### src/include/fetch_cfg.svh
`ifndef FETCH_CFG_SVH
`define FETCH_CFG_SVH

// Fetch block geometry
`define FETCH_ADDR_W    32
`define FETCH_LANES     4

// Predictor table sizes
`define BTB_ENTRIES     16
`define PHT_ENTRIES     64

`define FETCH_RESET_PC  32'h0000_1000

`endif

### src/hdl/fetch_pkg.sv
`default_nettype none
`include "fetch_cfg.svh"

package fetch_pkg;

    localparam int unsigned LANE_W = $clog2(`FETCH_LANES);
    localparam int unsigned OFS_W  = LANE_W + 2;    // Byte offset inside one block

    typedef logic [`FETCH_ADDR_W-1:0]   addr_t;
    typedef logic [`FETCH_LANES-1:0]    lane_mask_t;
    typedef logic [LANE_W-1:0]          lane_idx_t;

    // Lane 0 in the low word
    typedef logic [`FETCH_LANES*32-1:0] block_t;

    typedef enum logic [1:0] {
        IDLE,
        REQ,        // inst_req_o high
        WAIT_DATA
    } fetch_state_e;

endpackage

`default_nettype wire

### src/hdl/bpred_pkg.sv
`default_nettype none
`include "fetch_cfg.svh"

package bpred_pkg;

    localparam int unsigned BTB_IDX_W = $clog2(`BTB_ENTRIES);
    localparam int unsigned BTB_TAG_W = `FETCH_ADDR_W - BTB_IDX_W - fetch_pkg::OFS_W;

    typedef enum logic [1:0] {
        STRONG_NT = 2'b00,
        WEAK_NT   = 2'b01,
        WEAK_T    = 2'b10,
        STRONG_T  = 2'b11
    } ctr_e;

    typedef struct packed {
        logic                   valid;
        logic [BTB_TAG_W-1:0]   tag;
        fetch_pkg::lane_idx_t   lane;     // First predicted branch in the block
        fetch_pkg::addr_t       target;
    } btb_entry_t;

    // Saturating step
    function automatic ctr_e ctr_next(input ctr_e cur, input logic taken);
        ctr_e nxt;
        nxt = cur;
        case (cur)
            STRONG_NT: nxt = taken ? WEAK_NT  : STRONG_NT;
            WEAK_NT:   nxt = taken ? WEAK_T   : STRONG_NT;
            WEAK_T:    nxt = taken ? STRONG_T : WEAK_NT;
            STRONG_T:  nxt = taken ? STRONG_T : WEAK_T;
            default:   nxt = WEAK_NT;
        endcase
        return nxt;
    endfunction

endpackage

`default_nettype wire

### src/hdl/pc_register.sv
`timescale 1ns/1ps
`default_nettype none
`include "fetch_cfg.svh"

module pc_register (
    input  wire                         clk_i,
    input  wire                         arst_n_i,
    input  wire                         req_accept_i,
    input  wire                         exc_valid_i,
    input  wire fetch_pkg::addr_t       exc_pc_i,
    input  wire                         br_mispredict_i,
    input  wire fetch_pkg::addr_t       br_target_i,
    input  wire                         btb_hit_i,
    input  wire fetch_pkg::lane_idx_t   btb_lane_i,
    input  wire fetch_pkg::addr_t       btb_target_i,
    input  wire fetch_pkg::lane_mask_t  pht_taken_i,
    output fetch_pkg::addr_t            fetch_pc_o,
    output fetch_pkg::lane_mask_t       fetch_lane_en_o,
    output logic                        pred_taken_o,
    output fetch_pkg::addr_t            pred_target_o,
    output logic                        flush_o
);

    localparam int unsigned LANE_W = fetch_pkg::LANE_W;
    localparam int unsigned OFS_W  = fetch_pkg::OFS_W;

    fetch_pkg::addr_t       pc_q;
    fetch_pkg::addr_t       seq_pc;
    fetch_pkg::addr_t       redirect_pc;
    fetch_pkg::lane_mask_t  from_ofs;
    fetch_pkg::lane_mask_t  upto_br;

    //////////////////////////////////////////////////
    // Lane enables and prediction

    assign from_ofs = {`FETCH_LANES{1'b1}} << pc_q[2 +: LANE_W];
    assign upto_br  = {`FETCH_LANES{1'b1}} >> (`FETCH_LANES - 1 - btb_lane_i);

    // Only a hit on a live lane counts
    assign pred_taken_o = btb_hit_i && from_ofs[btb_lane_i] && pht_taken_i[btb_lane_i];

    assign fetch_lane_en_o = pred_taken_o ? (from_ofs & upto_br) : from_ofs;

    assign seq_pc        = {pc_q[`FETCH_ADDR_W-1:OFS_W] + 1'b1, {OFS_W{1'b0}}};
    assign pred_target_o = pred_taken_o ? btb_target_i : seq_pc;

    //////////////////////////////////////////////////
    // Redirect and PC state

    assign flush_o     = exc_valid_i | br_mispredict_i;
    assign redirect_pc = exc_valid_i ? exc_pc_i : br_target_i;  // Exception first

    always_ff @(posedge clk_i or negedge arst_n_i) begin
        if (!arst_n_i) begin
            pc_q <= `FETCH_RESET_PC;
        end else if (flush_o) begin
            pc_q <= redirect_pc;
        end else if (req_accept_i) begin
            pc_q <= pred_target_o;
        end
    end

    assign fetch_pc_o = pc_q;

endmodule

`default_nettype wire

### src/hdl/branch_target_buffer.sv
`timescale 1ns/1ps
`default_nettype none
`include "fetch_cfg.svh"

module branch_target_buffer (
    input  wire                         clk_i,
    input  wire                         arst_n_i,
    input  wire fetch_pkg::addr_t       fetch_pc_i,
    input  wire                         upd_valid_i,
    input  wire fetch_pkg::addr_t       upd_pc_i,
    input  wire                         upd_taken_i,
    input  wire fetch_pkg::addr_t       upd_target_i,
    output logic                        hit_o,
    output fetch_pkg::lane_idx_t        lane_o,
    output fetch_pkg::addr_t            target_o
);

    localparam int unsigned OFS_W = fetch_pkg::OFS_W;
    localparam int unsigned IDX_W = bpred_pkg::BTB_IDX_W;
    localparam int unsigned TAG_W = bpred_pkg::BTB_TAG_W;

    bpred_pkg::btb_entry_t  entry_q [`BTB_ENTRIES];
    bpred_pkg::btb_entry_t  rd_entry;
    bpred_pkg::btb_entry_t  upd_entry;
    bpred_pkg::btb_entry_t  upd_old;
    logic [IDX_W-1:0]       rd_idx;
    logic [TAG_W-1:0]       rd_tag;
    logic [IDX_W-1:0]       upd_idx;
    logic [TAG_W-1:0]       upd_tag;
    fetch_pkg::lane_idx_t   upd_lane;
    logic                   upd_match;

    //////////////////////////////////////////////////
    // Lookup

    assign rd_idx   = fetch_pc_i[OFS_W +: IDX_W];
    assign rd_tag   = fetch_pc_i[`FETCH_ADDR_W-1 -: TAG_W];
    assign rd_entry = entry_q[rd_idx];

    assign hit_o    = rd_entry.valid && (rd_entry.tag == rd_tag);
    assign lane_o   = rd_entry.lane;
    assign target_o = rd_entry.target;

    //////////////////////////////////////////////////
    // Update from branch resolution

    assign upd_idx  = upd_pc_i[OFS_W +: IDX_W];
    assign upd_tag  = upd_pc_i[`FETCH_ADDR_W-1 -: TAG_W];
    assign upd_lane = upd_pc_i[2 +: fetch_pkg::LANE_W];
    assign upd_old  = entry_q[upd_idx];

    // Same block and same branch
    assign upd_match = upd_old.valid && (upd_old.tag == upd_tag) && (upd_old.lane == upd_lane);

    always_comb begin
        upd_entry        = '0;
        upd_entry.valid  = 1'b1;
        upd_entry.tag    = upd_tag;
        upd_entry.lane   = upd_lane;
        upd_entry.target = upd_target_i;
    end

    always_ff @(posedge clk_i or negedge arst_n_i) begin
        if (!arst_n_i) begin
            for (int i = 0; i < `BTB_ENTRIES; i++) begin
                entry_q[i] <= '0;
            end
        end else if (upd_valid_i) begin
            if (upd_taken_i) begin
                entry_q[upd_idx] <= upd_entry;
            end else if (upd_match) begin
                entry_q[upd_idx].valid <= 1'b0;     // Branch went not taken
            end
        end
    end

endmodule

`default_nettype wire

### src/hdl/pattern_history_table.sv
`timescale 1ns/1ps
`default_nettype none
`include "fetch_cfg.svh"

module pattern_history_table (
    input  wire                         clk_i,
    input  wire                         arst_n_i,
    input  wire fetch_pkg::addr_t       fetch_pc_i,
    input  wire                         upd_valid_i,
    input  wire fetch_pkg::addr_t       upd_pc_i,
    input  wire                         upd_taken_i,
    output fetch_pkg::lane_mask_t       taken_o
);

    localparam int unsigned LANE_W = fetch_pkg::LANE_W;
    localparam int unsigned OFS_W  = fetch_pkg::OFS_W;
    localparam int unsigned IDX_W  = $clog2(`PHT_ENTRIES);

    bpred_pkg::ctr_e    ctr_q [`PHT_ENTRIES];
    logic [IDX_W-1:0]   upd_idx;

    //////////////////////////////////////////////////
    // Four-lane read with one counter per word

    for (genvar l = 0; l < `FETCH_LANES; l++) begin : g_lane
        logic [IDX_W-1:0] rd_idx;

        assign rd_idx = {fetch_pc_i[OFS_W +: IDX_W-LANE_W], LANE_W'(l)};

        assign taken_o[l] = (ctr_q[rd_idx] == bpred_pkg::WEAK_T) ||
                            (ctr_q[rd_idx] == bpred_pkg::STRONG_T);
    end

    //////////////////////////////////////////////////
    // Resolve update

    assign upd_idx = upd_pc_i[2 +: IDX_W];     // Word address

    always_ff @(posedge clk_i or negedge arst_n_i) begin
        if (!arst_n_i) begin
            for (int i = 0; i < `PHT_ENTRIES; i++) begin
                ctr_q[i] <= bpred_pkg::WEAK_NT;
            end
        end else if (upd_valid_i) begin
            ctr_q[upd_idx] <= bpred_pkg::ctr_next(ctr_q[upd_idx], upd_taken_i);
        end
    end

endmodule

`default_nettype wire

### src/hdl/fetch_ctrl.sv
`timescale 1ns/1ps
`default_nettype none
`include "fetch_cfg.svh"

module fetch_ctrl (
    input  wire                         clk_i,
    input  wire                         arst_n_i,
    input  wire fetch_pkg::addr_t       fetch_pc_i,
    input  wire fetch_pkg::lane_mask_t  fetch_lane_en_i,
    input  wire                         pred_taken_i,
    input  wire fetch_pkg::addr_t       pred_target_i,
    input  wire                         flush_i,
    input  wire                         inst_index_ok_i,
    input  wire                         inst_data_ok_i,
    input  wire fetch_pkg::block_t      inst_rdata_i,
    input  wire                         iq_ready_i,
    output logic                        req_accept_o,
    output logic                        inst_req_o,
    output fetch_pkg::addr_t            inst_index_o,
    output logic                        iq_valid_o,
    output fetch_pkg::addr_t            iq_pc_o,
    output fetch_pkg::block_t           iq_inst_o,
    output fetch_pkg::lane_mask_t       iq_lane_en_o,
    output logic                        iq_pred_taken_o,
    output fetch_pkg::addr_t            iq_pred_target_o
);

    localparam int unsigned OFS_W = fetch_pkg::OFS_W;

    fetch_pkg::fetch_state_e    state_q;
    fetch_pkg::fetch_state_e    state_d;
    logic                       drop_q;     // Response of a flushed request
    logic                       data_fire;
    logic                       iq_fire;
    logic                       can_issue;

    // Block in flight
    fetch_pkg::addr_t           meta_pc_q;
    fetch_pkg::lane_mask_t      meta_lane_en_q;
    logic                       meta_pred_taken_q;
    fetch_pkg::addr_t           meta_pred_target_q;

    // Output buffer
    logic                       buf_valid_q;
    fetch_pkg::addr_t           buf_pc_q;
    fetch_pkg::block_t          buf_inst_q;
    fetch_pkg::lane_mask_t      buf_lane_en_q;
    logic                       buf_pred_taken_q;
    fetch_pkg::addr_t           buf_pred_target_q;

    //////////////////////////////////////////////////
    // Cache request FSM

    assign inst_req_o   = (state_q == fetch_pkg::REQ) && !flush_i;  // Withdrawn on flush
    assign inst_index_o = {fetch_pc_i[`FETCH_ADDR_W-1:OFS_W], {OFS_W{1'b0}}};
    assign req_accept_o = inst_req_o && inst_index_ok_i;

    assign iq_fire   = buf_valid_q && iq_ready_i;
    assign can_issue = !buf_valid_q || iq_ready_i;
    assign data_fire = (state_q == fetch_pkg::WAIT_DATA) && inst_data_ok_i && !drop_q && !flush_i;

    always_comb begin
        state_d = state_q;
        case (state_q)
            fetch_pkg::IDLE: begin
                if (can_issue) begin
                    state_d = fetch_pkg::REQ;
                end
            end
            fetch_pkg::REQ: begin
                if (req_accept_o) begin
                    state_d = fetch_pkg::WAIT_DATA;
                end
            end
            fetch_pkg::WAIT_DATA: begin
                if (inst_data_ok_i) begin
                    state_d = fetch_pkg::IDLE;
                end
            end
            default: state_d = fetch_pkg::IDLE;
        endcase
    end

    always_ff @(posedge clk_i or negedge arst_n_i) begin
        if (!arst_n_i) begin
            state_q <= fetch_pkg::IDLE;
            drop_q  <= 1'b0;
        end else begin
            state_q <= state_d;
            if (state_q == fetch_pkg::WAIT_DATA) begin
                if (inst_data_ok_i) begin
                    drop_q <= 1'b0;
                end else if (flush_i) begin
                    drop_q <= 1'b1;
                end
            end
        end
    end

    // Prediction travels with the request
    always_ff @(posedge clk_i) begin
        if (req_accept_o) begin
            meta_pc_q          <= fetch_pc_i;
            meta_lane_en_q     <= fetch_lane_en_i;
            meta_pred_taken_q  <= pred_taken_i;
            meta_pred_target_q <= pred_target_i;
        end
    end

    //////////////////////////////////////////////////
    // Instruction queue buffer

    always_ff @(posedge clk_i or negedge arst_n_i) begin
        if (!arst_n_i) begin
            buf_valid_q <= 1'b0;
        end else if (flush_i) begin
            buf_valid_q <= 1'b0;
        end else if (data_fire) begin
            buf_valid_q <= 1'b1;
        end else if (iq_fire) begin
            buf_valid_q <= 1'b0;
        end
    end

    always_ff @(posedge clk_i) begin
        if (data_fire) begin
            buf_pc_q          <= meta_pc_q;
            buf_inst_q        <= inst_rdata_i;
            buf_lane_en_q     <= meta_lane_en_q;
            buf_pred_taken_q  <= meta_pred_taken_q;
            buf_pred_target_q <= meta_pred_target_q;
        end
    end

    assign iq_valid_o       = buf_valid_q;
    assign iq_pc_o          = buf_pc_q;
    assign iq_inst_o        = buf_inst_q;
    assign iq_lane_en_o     = buf_lane_en_q;
    assign iq_pred_taken_o  = buf_pred_taken_q;
    assign iq_pred_target_o = buf_pred_target_q;

endmodule

`default_nettype wire

### src/hdl/fetch_stage.sv
`timescale 1ns/1ps
`default_nettype none

module fetch_stage (
    input  wire                         clk_i,
    input  wire                         arst_n_i,
    // Instruction cache
    output logic                        inst_req_o,
    output fetch_pkg::addr_t            inst_index_o,
    input  wire                         inst_index_ok_i,
    input  wire                         inst_data_ok_i,
    input  wire fetch_pkg::block_t      inst_rdata_i,
    // Instruction queue
    output logic                        iq_valid_o,
    input  wire                         iq_ready_i,
    output fetch_pkg::addr_t            iq_pc_o,
    output fetch_pkg::block_t           iq_inst_o,
    output fetch_pkg::lane_mask_t       iq_lane_en_o,
    output logic                        iq_pred_taken_o,
    output fetch_pkg::addr_t            iq_pred_target_o,
    // Branch resolution
    input  wire                         br_update_valid_i,
    input  wire fetch_pkg::addr_t       br_pc_i,
    input  wire                         br_taken_i,
    input  wire fetch_pkg::addr_t       br_target_i,
    input  wire                         br_mispredict_i,
    // Exception redirect
    input  wire                         exc_valid_i,
    input  wire fetch_pkg::addr_t       exc_pc_i
);

    fetch_pkg::addr_t       fetch_pc;
    fetch_pkg::lane_mask_t  fetch_lane_en;
    logic                   pred_taken;
    fetch_pkg::addr_t       pred_target;
    logic                   flush;
    logic                   req_accept;
    logic                   btb_hit;
    fetch_pkg::lane_idx_t   btb_lane;
    fetch_pkg::addr_t       btb_target;
    fetch_pkg::lane_mask_t  pht_taken;

    pc_register u_pc_register (
        .clk_i           (clk_i),
        .arst_n_i        (arst_n_i),
        .req_accept_i    (req_accept),
        .exc_valid_i     (exc_valid_i),
        .exc_pc_i        (exc_pc_i),
        .br_mispredict_i (br_mispredict_i),
        .br_target_i     (br_target_i),
        .btb_hit_i       (btb_hit),
        .btb_lane_i      (btb_lane),
        .btb_target_i    (btb_target),
        .pht_taken_i     (pht_taken),
        .fetch_pc_o      (fetch_pc),
        .fetch_lane_en_o (fetch_lane_en),
        .pred_taken_o    (pred_taken),
        .pred_target_o   (pred_target),
        .flush_o         (flush)
    );

    branch_target_buffer u_branch_target_buffer (
        .clk_i        (clk_i),
        .arst_n_i     (arst_n_i),
        .fetch_pc_i   (fetch_pc),
        .upd_valid_i  (br_update_valid_i),
        .upd_pc_i     (br_pc_i),
        .upd_taken_i  (br_taken_i),
        .upd_target_i (br_target_i),
        .hit_o        (btb_hit),
        .lane_o       (btb_lane),
        .target_o     (btb_target)
    );

    pattern_history_table u_pattern_history_table (
        .clk_i       (clk_i),
        .arst_n_i    (arst_n_i),
        .fetch_pc_i  (fetch_pc),
        .upd_valid_i (br_update_valid_i),
        .upd_pc_i    (br_pc_i),
        .upd_taken_i (br_taken_i),
        .taken_o     (pht_taken)
    );

    fetch_ctrl u_fetch_ctrl (
        .clk_i            (clk_i),
        .arst_n_i         (arst_n_i),
        .fetch_pc_i       (fetch_pc),
        .fetch_lane_en_i  (fetch_lane_en),
        .pred_taken_i     (pred_taken),
        .pred_target_i    (pred_target),
        .flush_i          (flush),
        .inst_index_ok_i  (inst_index_ok_i),
        .inst_data_ok_i   (inst_data_ok_i),
        .inst_rdata_i     (inst_rdata_i),
        .iq_ready_i       (iq_ready_i),
        .req_accept_o     (req_accept),
        .inst_req_o       (inst_req_o),
        .inst_index_o     (inst_index_o),
        .iq_valid_o       (iq_valid_o),
        .iq_pc_o          (iq_pc_o),
        .iq_inst_o        (iq_inst_o),
        .iq_lane_en_o     (iq_lane_en_o),
        .iq_pred_taken_o  (iq_pred_taken_o),
        .iq_pred_target_o (iq_pred_target_o)
    );

endmodule

`default_nettype wire

### config.mk
export PLATFORM = sky130hd
export DESIGN_NAME = fetch_stage
export DESIGN_NICKNAME = d
export VERILOG_FILES = /design/src/hdl/fetch_pkg.sv /design/src/hdl/bpred_pkg.sv /design/src/hdl/pc_register.sv /design/src/hdl/branch_target_buffer.sv /design/src/hdl/pattern_history_table.sv /design/src/hdl/fetch_ctrl.sv /design/src/hdl/fetch_stage.sv
export VERILOG_INCLUDE_DIRS = /design/src /design/src/include
export SDC_FILE = /design/constraint.sdc
export NUM_CORES = 2
export LEC_CHECK = 0
export BUFFER_PORTS_ARGS = -buffer_cell sky130_fd_sc_hd__buf_2
export CAP_MARGIN = 20
export CORE_AREA = 4 4 331 333
export CTS_CLUSTER_SIZE = 20
export DETAILED_ROUTE_END_ITERATION = 10
export DIE_AREA = 0 0 335 337
export PLACE_DENSITY = 0.8
export SLEW_MARGIN = 5
export SYNTH_ARGS = -nofsm -noshare
export SYNTH_HDL_FRONTEND = slang
export SYNTH_SLANG_ARGS = --single-unit
### constraint.sdc
create_clock -name clk_i -period 26.9 [get_ports clk_i]
set_input_delay 2.69 -clock clk_i [delete_from_list [all_inputs] [get_ports clk_i]]
set_output_delay 2.69 -clock clk_i [all_outputs]
set_load 0.02 [all_outputs]
Yosys cells after proc, flatten, opt, wreduce, memory -nomap -nowiden
Index checks and enable logic that the tools add are counted.
{ "word_totals": {"regBits": 1374, "wordCells": 269, "inputBits": 233} }
{ "op_classes": {"addsub": 2, "mux": 56, "n_eq_ne": 19, "reduce_logical": 30, "shifts": 2, "n_bitwise": 9, "order_cmp": 10} }
{ "ops": {"columns": ["operator", "n"], "rows": [
  ["bitwise mux 944 bit", 2],
  ["two-way mux 944 bit", 2],
  ["binary-select mux 59 bit (select 4 bit)", 2],
  ["demux 59 bit (select 4 bit)", 2],
  ["two-way mux 59 bit", 6],
  ["bitwise mux 128 bit", 1],
  ["two-way mux 32 bit", 4],
  ["binary-select mux 2 bit (select 6 bit)", 5],
  ["equality test 24 bit", 2],
  [">= comparator 7 bit, second input constant", 5],
  ["inverter 6 -> 7 bit", 5],
  ["two-way mux 2 bit", 17],
  ["right shift 4 x 32 -> 4 bit, first input constant", 1],
  ["adder 28 x 1 -> 28 bit, second input constant", 1],
  ["equality test 2 bit, second input constant", 11],
  ["logical AND 1 bit", 13],
  ["demux 2 bit (select 6 bit)", 1],
  [">= comparator 5 bit, second input constant", 2],
  ["inverter 4 -> 5 bit", 2],
  ["two-way mux 1 bit", 9],
  ["case mux 2 bit (4 select lines)", 1],
  ["< comparator 7 x 1 -> 1 bit, second input constant", 1],
  ["case mux 2 bit (3 select lines)", 1],
  ["nonzero test 2 bit", 3],
  ["18 further kinds", 29]
]} }

Depth between registers and ports, before layout
{ "logic_depth": {"depth_word": 12, "mapped_depth": 14, "depth_no_buf": 8} }

Hierarchy
From an unflattened synthesis, not the netlist that was laid out.
{ "hier_totals": {"cells_unflattened": 4327, "hier_area_um2": 64489.4} }
{ "modules_own_cells": {"columns": ["mod", "n_inst", "area_each_um2", "cells_each"], "rows": [
  ["branch_target_buffer", 1, 46294.4, 2911],
  ["fetch_ctrl", 1, 8431.8, 318],
  ["pattern_history_table", 1, 6581.3, 665],
  ["pc_register", 1, 3181.8, 433]
]} }

Least setup slack after synthesis
Ideal clock, no wire load.
{ "synth_path": {"path_type": "input -> register", "startpoint": "input br_mispredict_i", "endpoint": "register u_fetch_ctrl.buf_valid_q (netlist: u_fetch_ctrl.iq_valid_o)", "path_buffers": 0, "arrival_time_ns": 17.341, "path_stages": 3, "path_slack_ns": 9.392, "cell_sequence": "or2_2 -> nor3_1 -> o21bai_1"} }
{ "synth_via": {"elab_chain_len": 5, "word_cells_on_any_way": 6, "classes_between": "mux (2); bitwise (1); reduce/logical (3)"} }
{ "synth_lines": {"columns": ["item", "line", "source"], "rows": [
  ["start: declaration", "fetch_stage.sv:26", "input wire br_mispredict_i,"],
  ["bitwise OR 1 bit *", "pc_register.sv:50", "assign flush_o = exc_valid_i | br_mispredict_i;"],
  ["logical NOT 1 bit *", "fetch_ctrl.sv:60", "assign data_fire = (state_q == fetch_pkg::WAIT_DATA) && inst_data_ok_i && !drop_q && !flush_i;"],
  ["logical AND 1 bit *", "fetch_ctrl.sv:60", null],
  ["named net u_fetch_ctrl.data_fire", "fetch_ctrl.sv:33", "logic data_fire;"],
  ["two-way mux 1 bit", "fetch_ctrl.sv:118", "end else if (data_fire) begin"],
  ["two-way mux 1 bit", "fetch_ctrl.sv:116", "end else if (flush_i) begin"],
  ["end signal: assignment", "fetch_ctrl.sv:115", "buf_valid_q <= 1'b0;"],
  ["end signal: assignment", "fetch_ctrl.sv:117", "buf_valid_q <= 1'b0;"],
  ["end signal: assignment", "fetch_ctrl.sv:119", "buf_valid_q <= 1'b1;"],
  ["end: declaration", "fetch_ctrl.sv:44", "logic buf_valid_q;"]
]} }
Mark *: on every way through the listed nets, which the timed path passes. The rest lies on a longest branch.
A chain may end at the register's enable or synchronous reset.

Final worst setup path
{ "layout_path": {"startpoint": "input exc_valid_i", "endpoint": "output inst_req_o"} }
{ "layout_via": {"elab_chain_len": 3} }
{ "layout_lines": {"columns": ["item", "line", "source"], "rows": [
  ["start: declaration", "fetch_stage.sv:28", "input wire exc_valid_i,"],
  ["bitwise OR 1 bit", "pc_register.sv:50", null],
  ["logical NOT 1 bit", "fetch_ctrl.sv:54", "assign inst_req_o = (state_q == fetch_pkg::REQ) && !flush_i;"],
  ["logical AND 1 bit", "fetch_ctrl.sv:54", null],
  ["end: declaration", "fetch_stage.sv:8", "output logic inst_req_o,"]
]} }
Every way passes these cells.

==> impl_metrics.toml <==
[outcome]
outcome = "finished clean"

[cts]
postCtsSetupBuffers = 0
cts_max_path_buffers = 3
cts-root-buf = "clkbuf_16"
cts-htree-levels = 4
clock_sinks = 1374
cts_tree = "built"
ctsHoldBuffers = 0
cts_resized = 0
clk_latency_ns = 0.77
cts_buffers = 143
clk_pin_slew_worst_paths_ns = 0.06

[global_route]
globalRouteMet2Util = 0.512
grt_pass1_wl_mm = 277
antenna_found_initial = 31
met3_usage = 0.0808
met1_usage = 0.448
busiest_layer = "met2"
grt.overflow.total = 0
grt_pass1_vias = 42217
grt_max_degree = 163
grt_usage = 0.331

[routing]
wirelength_mm = 187
wl_per_cell_um = 31.0
ant_nets = 0
drc = 0
drtIter0Drc = 4816
vias = 41475
first_pass_iters = 6
avgViaCountPerCell = 6.87

[logic_synthesis]
synth.distinct_cells = 83
synthCells = 4198
syn-cell-area_um2 = 64700
ys_ff_latch = 1374
ys.flop_type = "dfrtp_1"
seq_area_frac_synth = 0.553
avgSynthCellArea_um2 = 15.4
synth_edf_count = 266
postSynth.asyncResetShare = 0.806
ys_warn_count = 0

[setup_path]
cpPeakStageDelay_ns = 0.68
crit_slowest_cell = "nor3b_1"
r2r_cells = 11
r2r_start = "u_pc_register.fetch_pc_o[5]$_DFFE_PN0P_"
critPathRequiredTime_ns = 24.21
crit_path_frequent_cell = "buf_2"
crit_start = "exc_valid_i"
rrSetupSlack_ns = 20.07
cp-start-kind = "primary input"
cp_cell_sequence = "buf_2 -> buf_4 -> or2_2 -> nor3b_1 -> buf_2"
cp-endpoint = "inst_req_o"
crit_path_end_kind = "primary output"
cp.arrival_ns = 4.53
critPathMaxFanout = 66
crit_type = "primary input to primary output"
r2r-end = "u_fetch_ctrl.meta_pred_target_q[5]$_DFFE_PP_"

[floorplan]
die_w_um = 335
coreArea_um2 = 107000
ios = 464
std_cell_rows = 120
die_h_um = 337
dieArea_um2 = 113000
start_util = 0.607

[placement]
place.gp.congestion = 0.897
dp.final_hpwl_mm = 115
port_buffers = 457
post-place-ws_ns = 19.17

[layout]
drive_gt1_frac = 0.509
nNetsFinal = 4730
fin_util = 0.682
area_growth_pct = 12.4

[worst_hold_path]
hold_class = "flop to flop"

[timing]
slew_violations = 0
setup_ws_ns = 19.68
hold_viol = 0
setup_violations = 0
fin_crit_ns = 7.22
worstMarginPinSlew_ns = 1.14
slew_headroom = 0.239
max_freq_ghz = 0.138
finalSetupTns_ns = 0
fin_crit_sh = 0.268
fin_skew_ns = 0.0464
grt_setup_unrepaired = "no"

[pwr]
vdd_drop_max_mv = 0.0674
power_density_nw_per_um2 = 77.8
power.leakage_nw = 30.6
total_power_mw = 5.66

[flow_run]
cap_violations = 0
-- power breakdown --
group	internal, mW	switching [mW]	leakage, nW
sequential	2.44	0.215	16.4
clock	1.15	0.836	2.31
combinational	0.553	0.459	11.8
-- logic make-up after synthesis --
kind of cell | share of synthesized area
xor+xnor | 0.0115
buf+inv | 0.0285
fa+ha+maj | 0.000503
other cells | 0.0000580
compound gates | 0.0343
flops | 0.553
mux | 0.334
simple gates | 0.0372
-- cells in the mapped netlist, types with 24 or more instances --
cell	n	area [um2]
mux2_2	1077	12100
dfrtp_1	1043	26100
mux4_2	379	8540
edfxtp_1	266	7990
clkbuf_1	260	976
nor2_1	145	544
nand2_1	111	417
mux2i_1	97	971
a22oi_1	76	571
dfstp_2	65	1710
xnor2_1	61	534
a21oi_1	59	295
buf_2	52	260
buf_4	44	330
o21ai_0	38	190
buf_1	30	113
a221oi_1	24	210
nand3_1	24	120
xor2_1	24	210
-- layout by cell type, fill, tap and decap left out, types with 8 or more instances in the layout --
cell / netlist / layout
and4_1: 13 / 13
and3_1: 21 / 21
xnor2_1: 61 / 61
diode_2: 0 / 20
a311oi_1: 13 / 13
nand3_1: 24 / 24
a221oi_1: 24 / 24
a21oi_1: 59 / 58
or3_1: 13 / 13
a22oi_1: 76 / 76
nor2_4: 0 / 16
nor3_2: 16 / 17
inv_1: 19 / 18
a22o_1: 8 / 8
mux4_2: 379 / 379
buf_2: 52 / 455
nor4_1: 21 / 20
xor2_1: 24 / 24
clkinv_2: 0 / 23
clkbuf_16: 0 / 148
o311a_1: 12 / 12
mux2i_1: 97 / 97
nand2b_1: 8 / 8
mux2_2: 1077 / 1077
clkbuf_8: 0 / 25
o21ai_0: 38 / 38
nand4_1: 21 / 21
nor3_1: 12 / 11
clkbuf_1: 260 / 44
buf_4: 44 / 81
a311o_1: 13 / 13
dfrtp_1: 1043 / 1039
nor2b_1: 11 / 10
dfstp_2: 65 / 65
nor2_1: 145 / 129
and2_1: 10 / 10
edfxtp_1: 266 / 266
nand2_1: 111 / 110
-- through the flow --
step                area (um2)  hold WS (ns)  instances
finish                   72700         0.416       6040
global route             72700         0.424       6032
CTS                      72600         0.416       6017
detailed placement       67800         0.405       5751
global placement         67800         0.401       5751
floorplan                64700         0.400       4201
-- worst max-delay path: cells and delay by family --
family                 cells  cell delay, ns
buffers and inverters      3            0.72
and+or+nand+nor            2            1.09
-- area by class of cell --
| cell class | instances | area, um2 |
|---|---|---|
| sequential | 1374 | 35800 |
| fill | 7204 | 33900 |
| multi-input combinational | 2412 | 27200 |
| clock buffer | 216 | 4200 |
| timing repair buffer | 544 | 3050 |
| tap | 1403 | 1760 |
| clock inverter | 50 | 531 |
| inverter | 21 | 82.6 |
| antenna | 20 | 50.0 |
-- flip-flops by register name, summed over array words and instances, names as in the netlist --
register,cells
u_fetch_ctrl.iq_pred_taken_o,1
u_branch_target_buffer.entry_q,944
u_pattern_history_table.ctr_q,128
u_fetch_ctrl.meta_pc_q,32
u_fetch_ctrl.meta_pred_taken_q,1
u_fetch_ctrl.drop_q,1
u_fetch_ctrl.meta_pred_target_q,32
u_fetch_ctrl.iq_valid_o,1
u_fetch_ctrl.meta_lane_en_q,4
u_pc_register.fetch_pc_o,32
u_fetch_ctrl.iq_pc_o,32
u_fetch_ctrl.iq_lane_en_o,4
u_fetch_ctrl.state_q,2
u_fetch_ctrl.iq_pred_target_o,32
u_fetch_ctrl.iq_inst_o,128
-- worst min path at each step --
stage | from | end | cells after the start
finish | u_fetch_ctrl.meta_pred_target_q[26]$_DFFE_PP_ | u_fetch_ctrl.iq_pred_target_o[26]$_DFFE_PP_ | 0
global route | u_fetch_ctrl.meta_pc_q[26]$_DFFE_PP_ | u_fetch_ctrl.iq_pc_o[26]$_DFFE_PP_ | 0
CTS | u_fetch_ctrl.meta_pc_q[20]$_DFFE_PP_ | u_fetch_ctrl.iq_pc_o[20]$_DFFE_PP_ | 0
detailed placement | u_fetch_ctrl.meta_pc_q[22]$_DFFE_PP_ | u_fetch_ctrl.iq_pc_o[22]$_DFFE_PP_ | 0
global placement | u_fetch_ctrl.meta_pc_q[20]$_DFFE_PP_ | u_fetch_ctrl.iq_pc_o[20]$_DFFE_PP_ | 0
floorplan | u_fetch_ctrl.meta_lane_en_q[0]$_DFFE_PP_ | u_fetch_ctrl.iq_lane_en_o[0]$_DFFE_PP_ | 0
-- metal layers --
| layer | share of wire | routed length [um] | vias to the layer above |
|---|---|---|---|
| li1 | - | - | 16538 |
| met1 | 0.38 | 70800 | 21828 |
| met2 | 0.47 | 87600 | 2555 |
| met3 | 0.10 | 19100 | 540 |
| met4 | 0.051 | 9530 | 14 |
| met5 | 0.00048 | 90 | - |
Note: power is estimated with default switching activity, not from simulation.
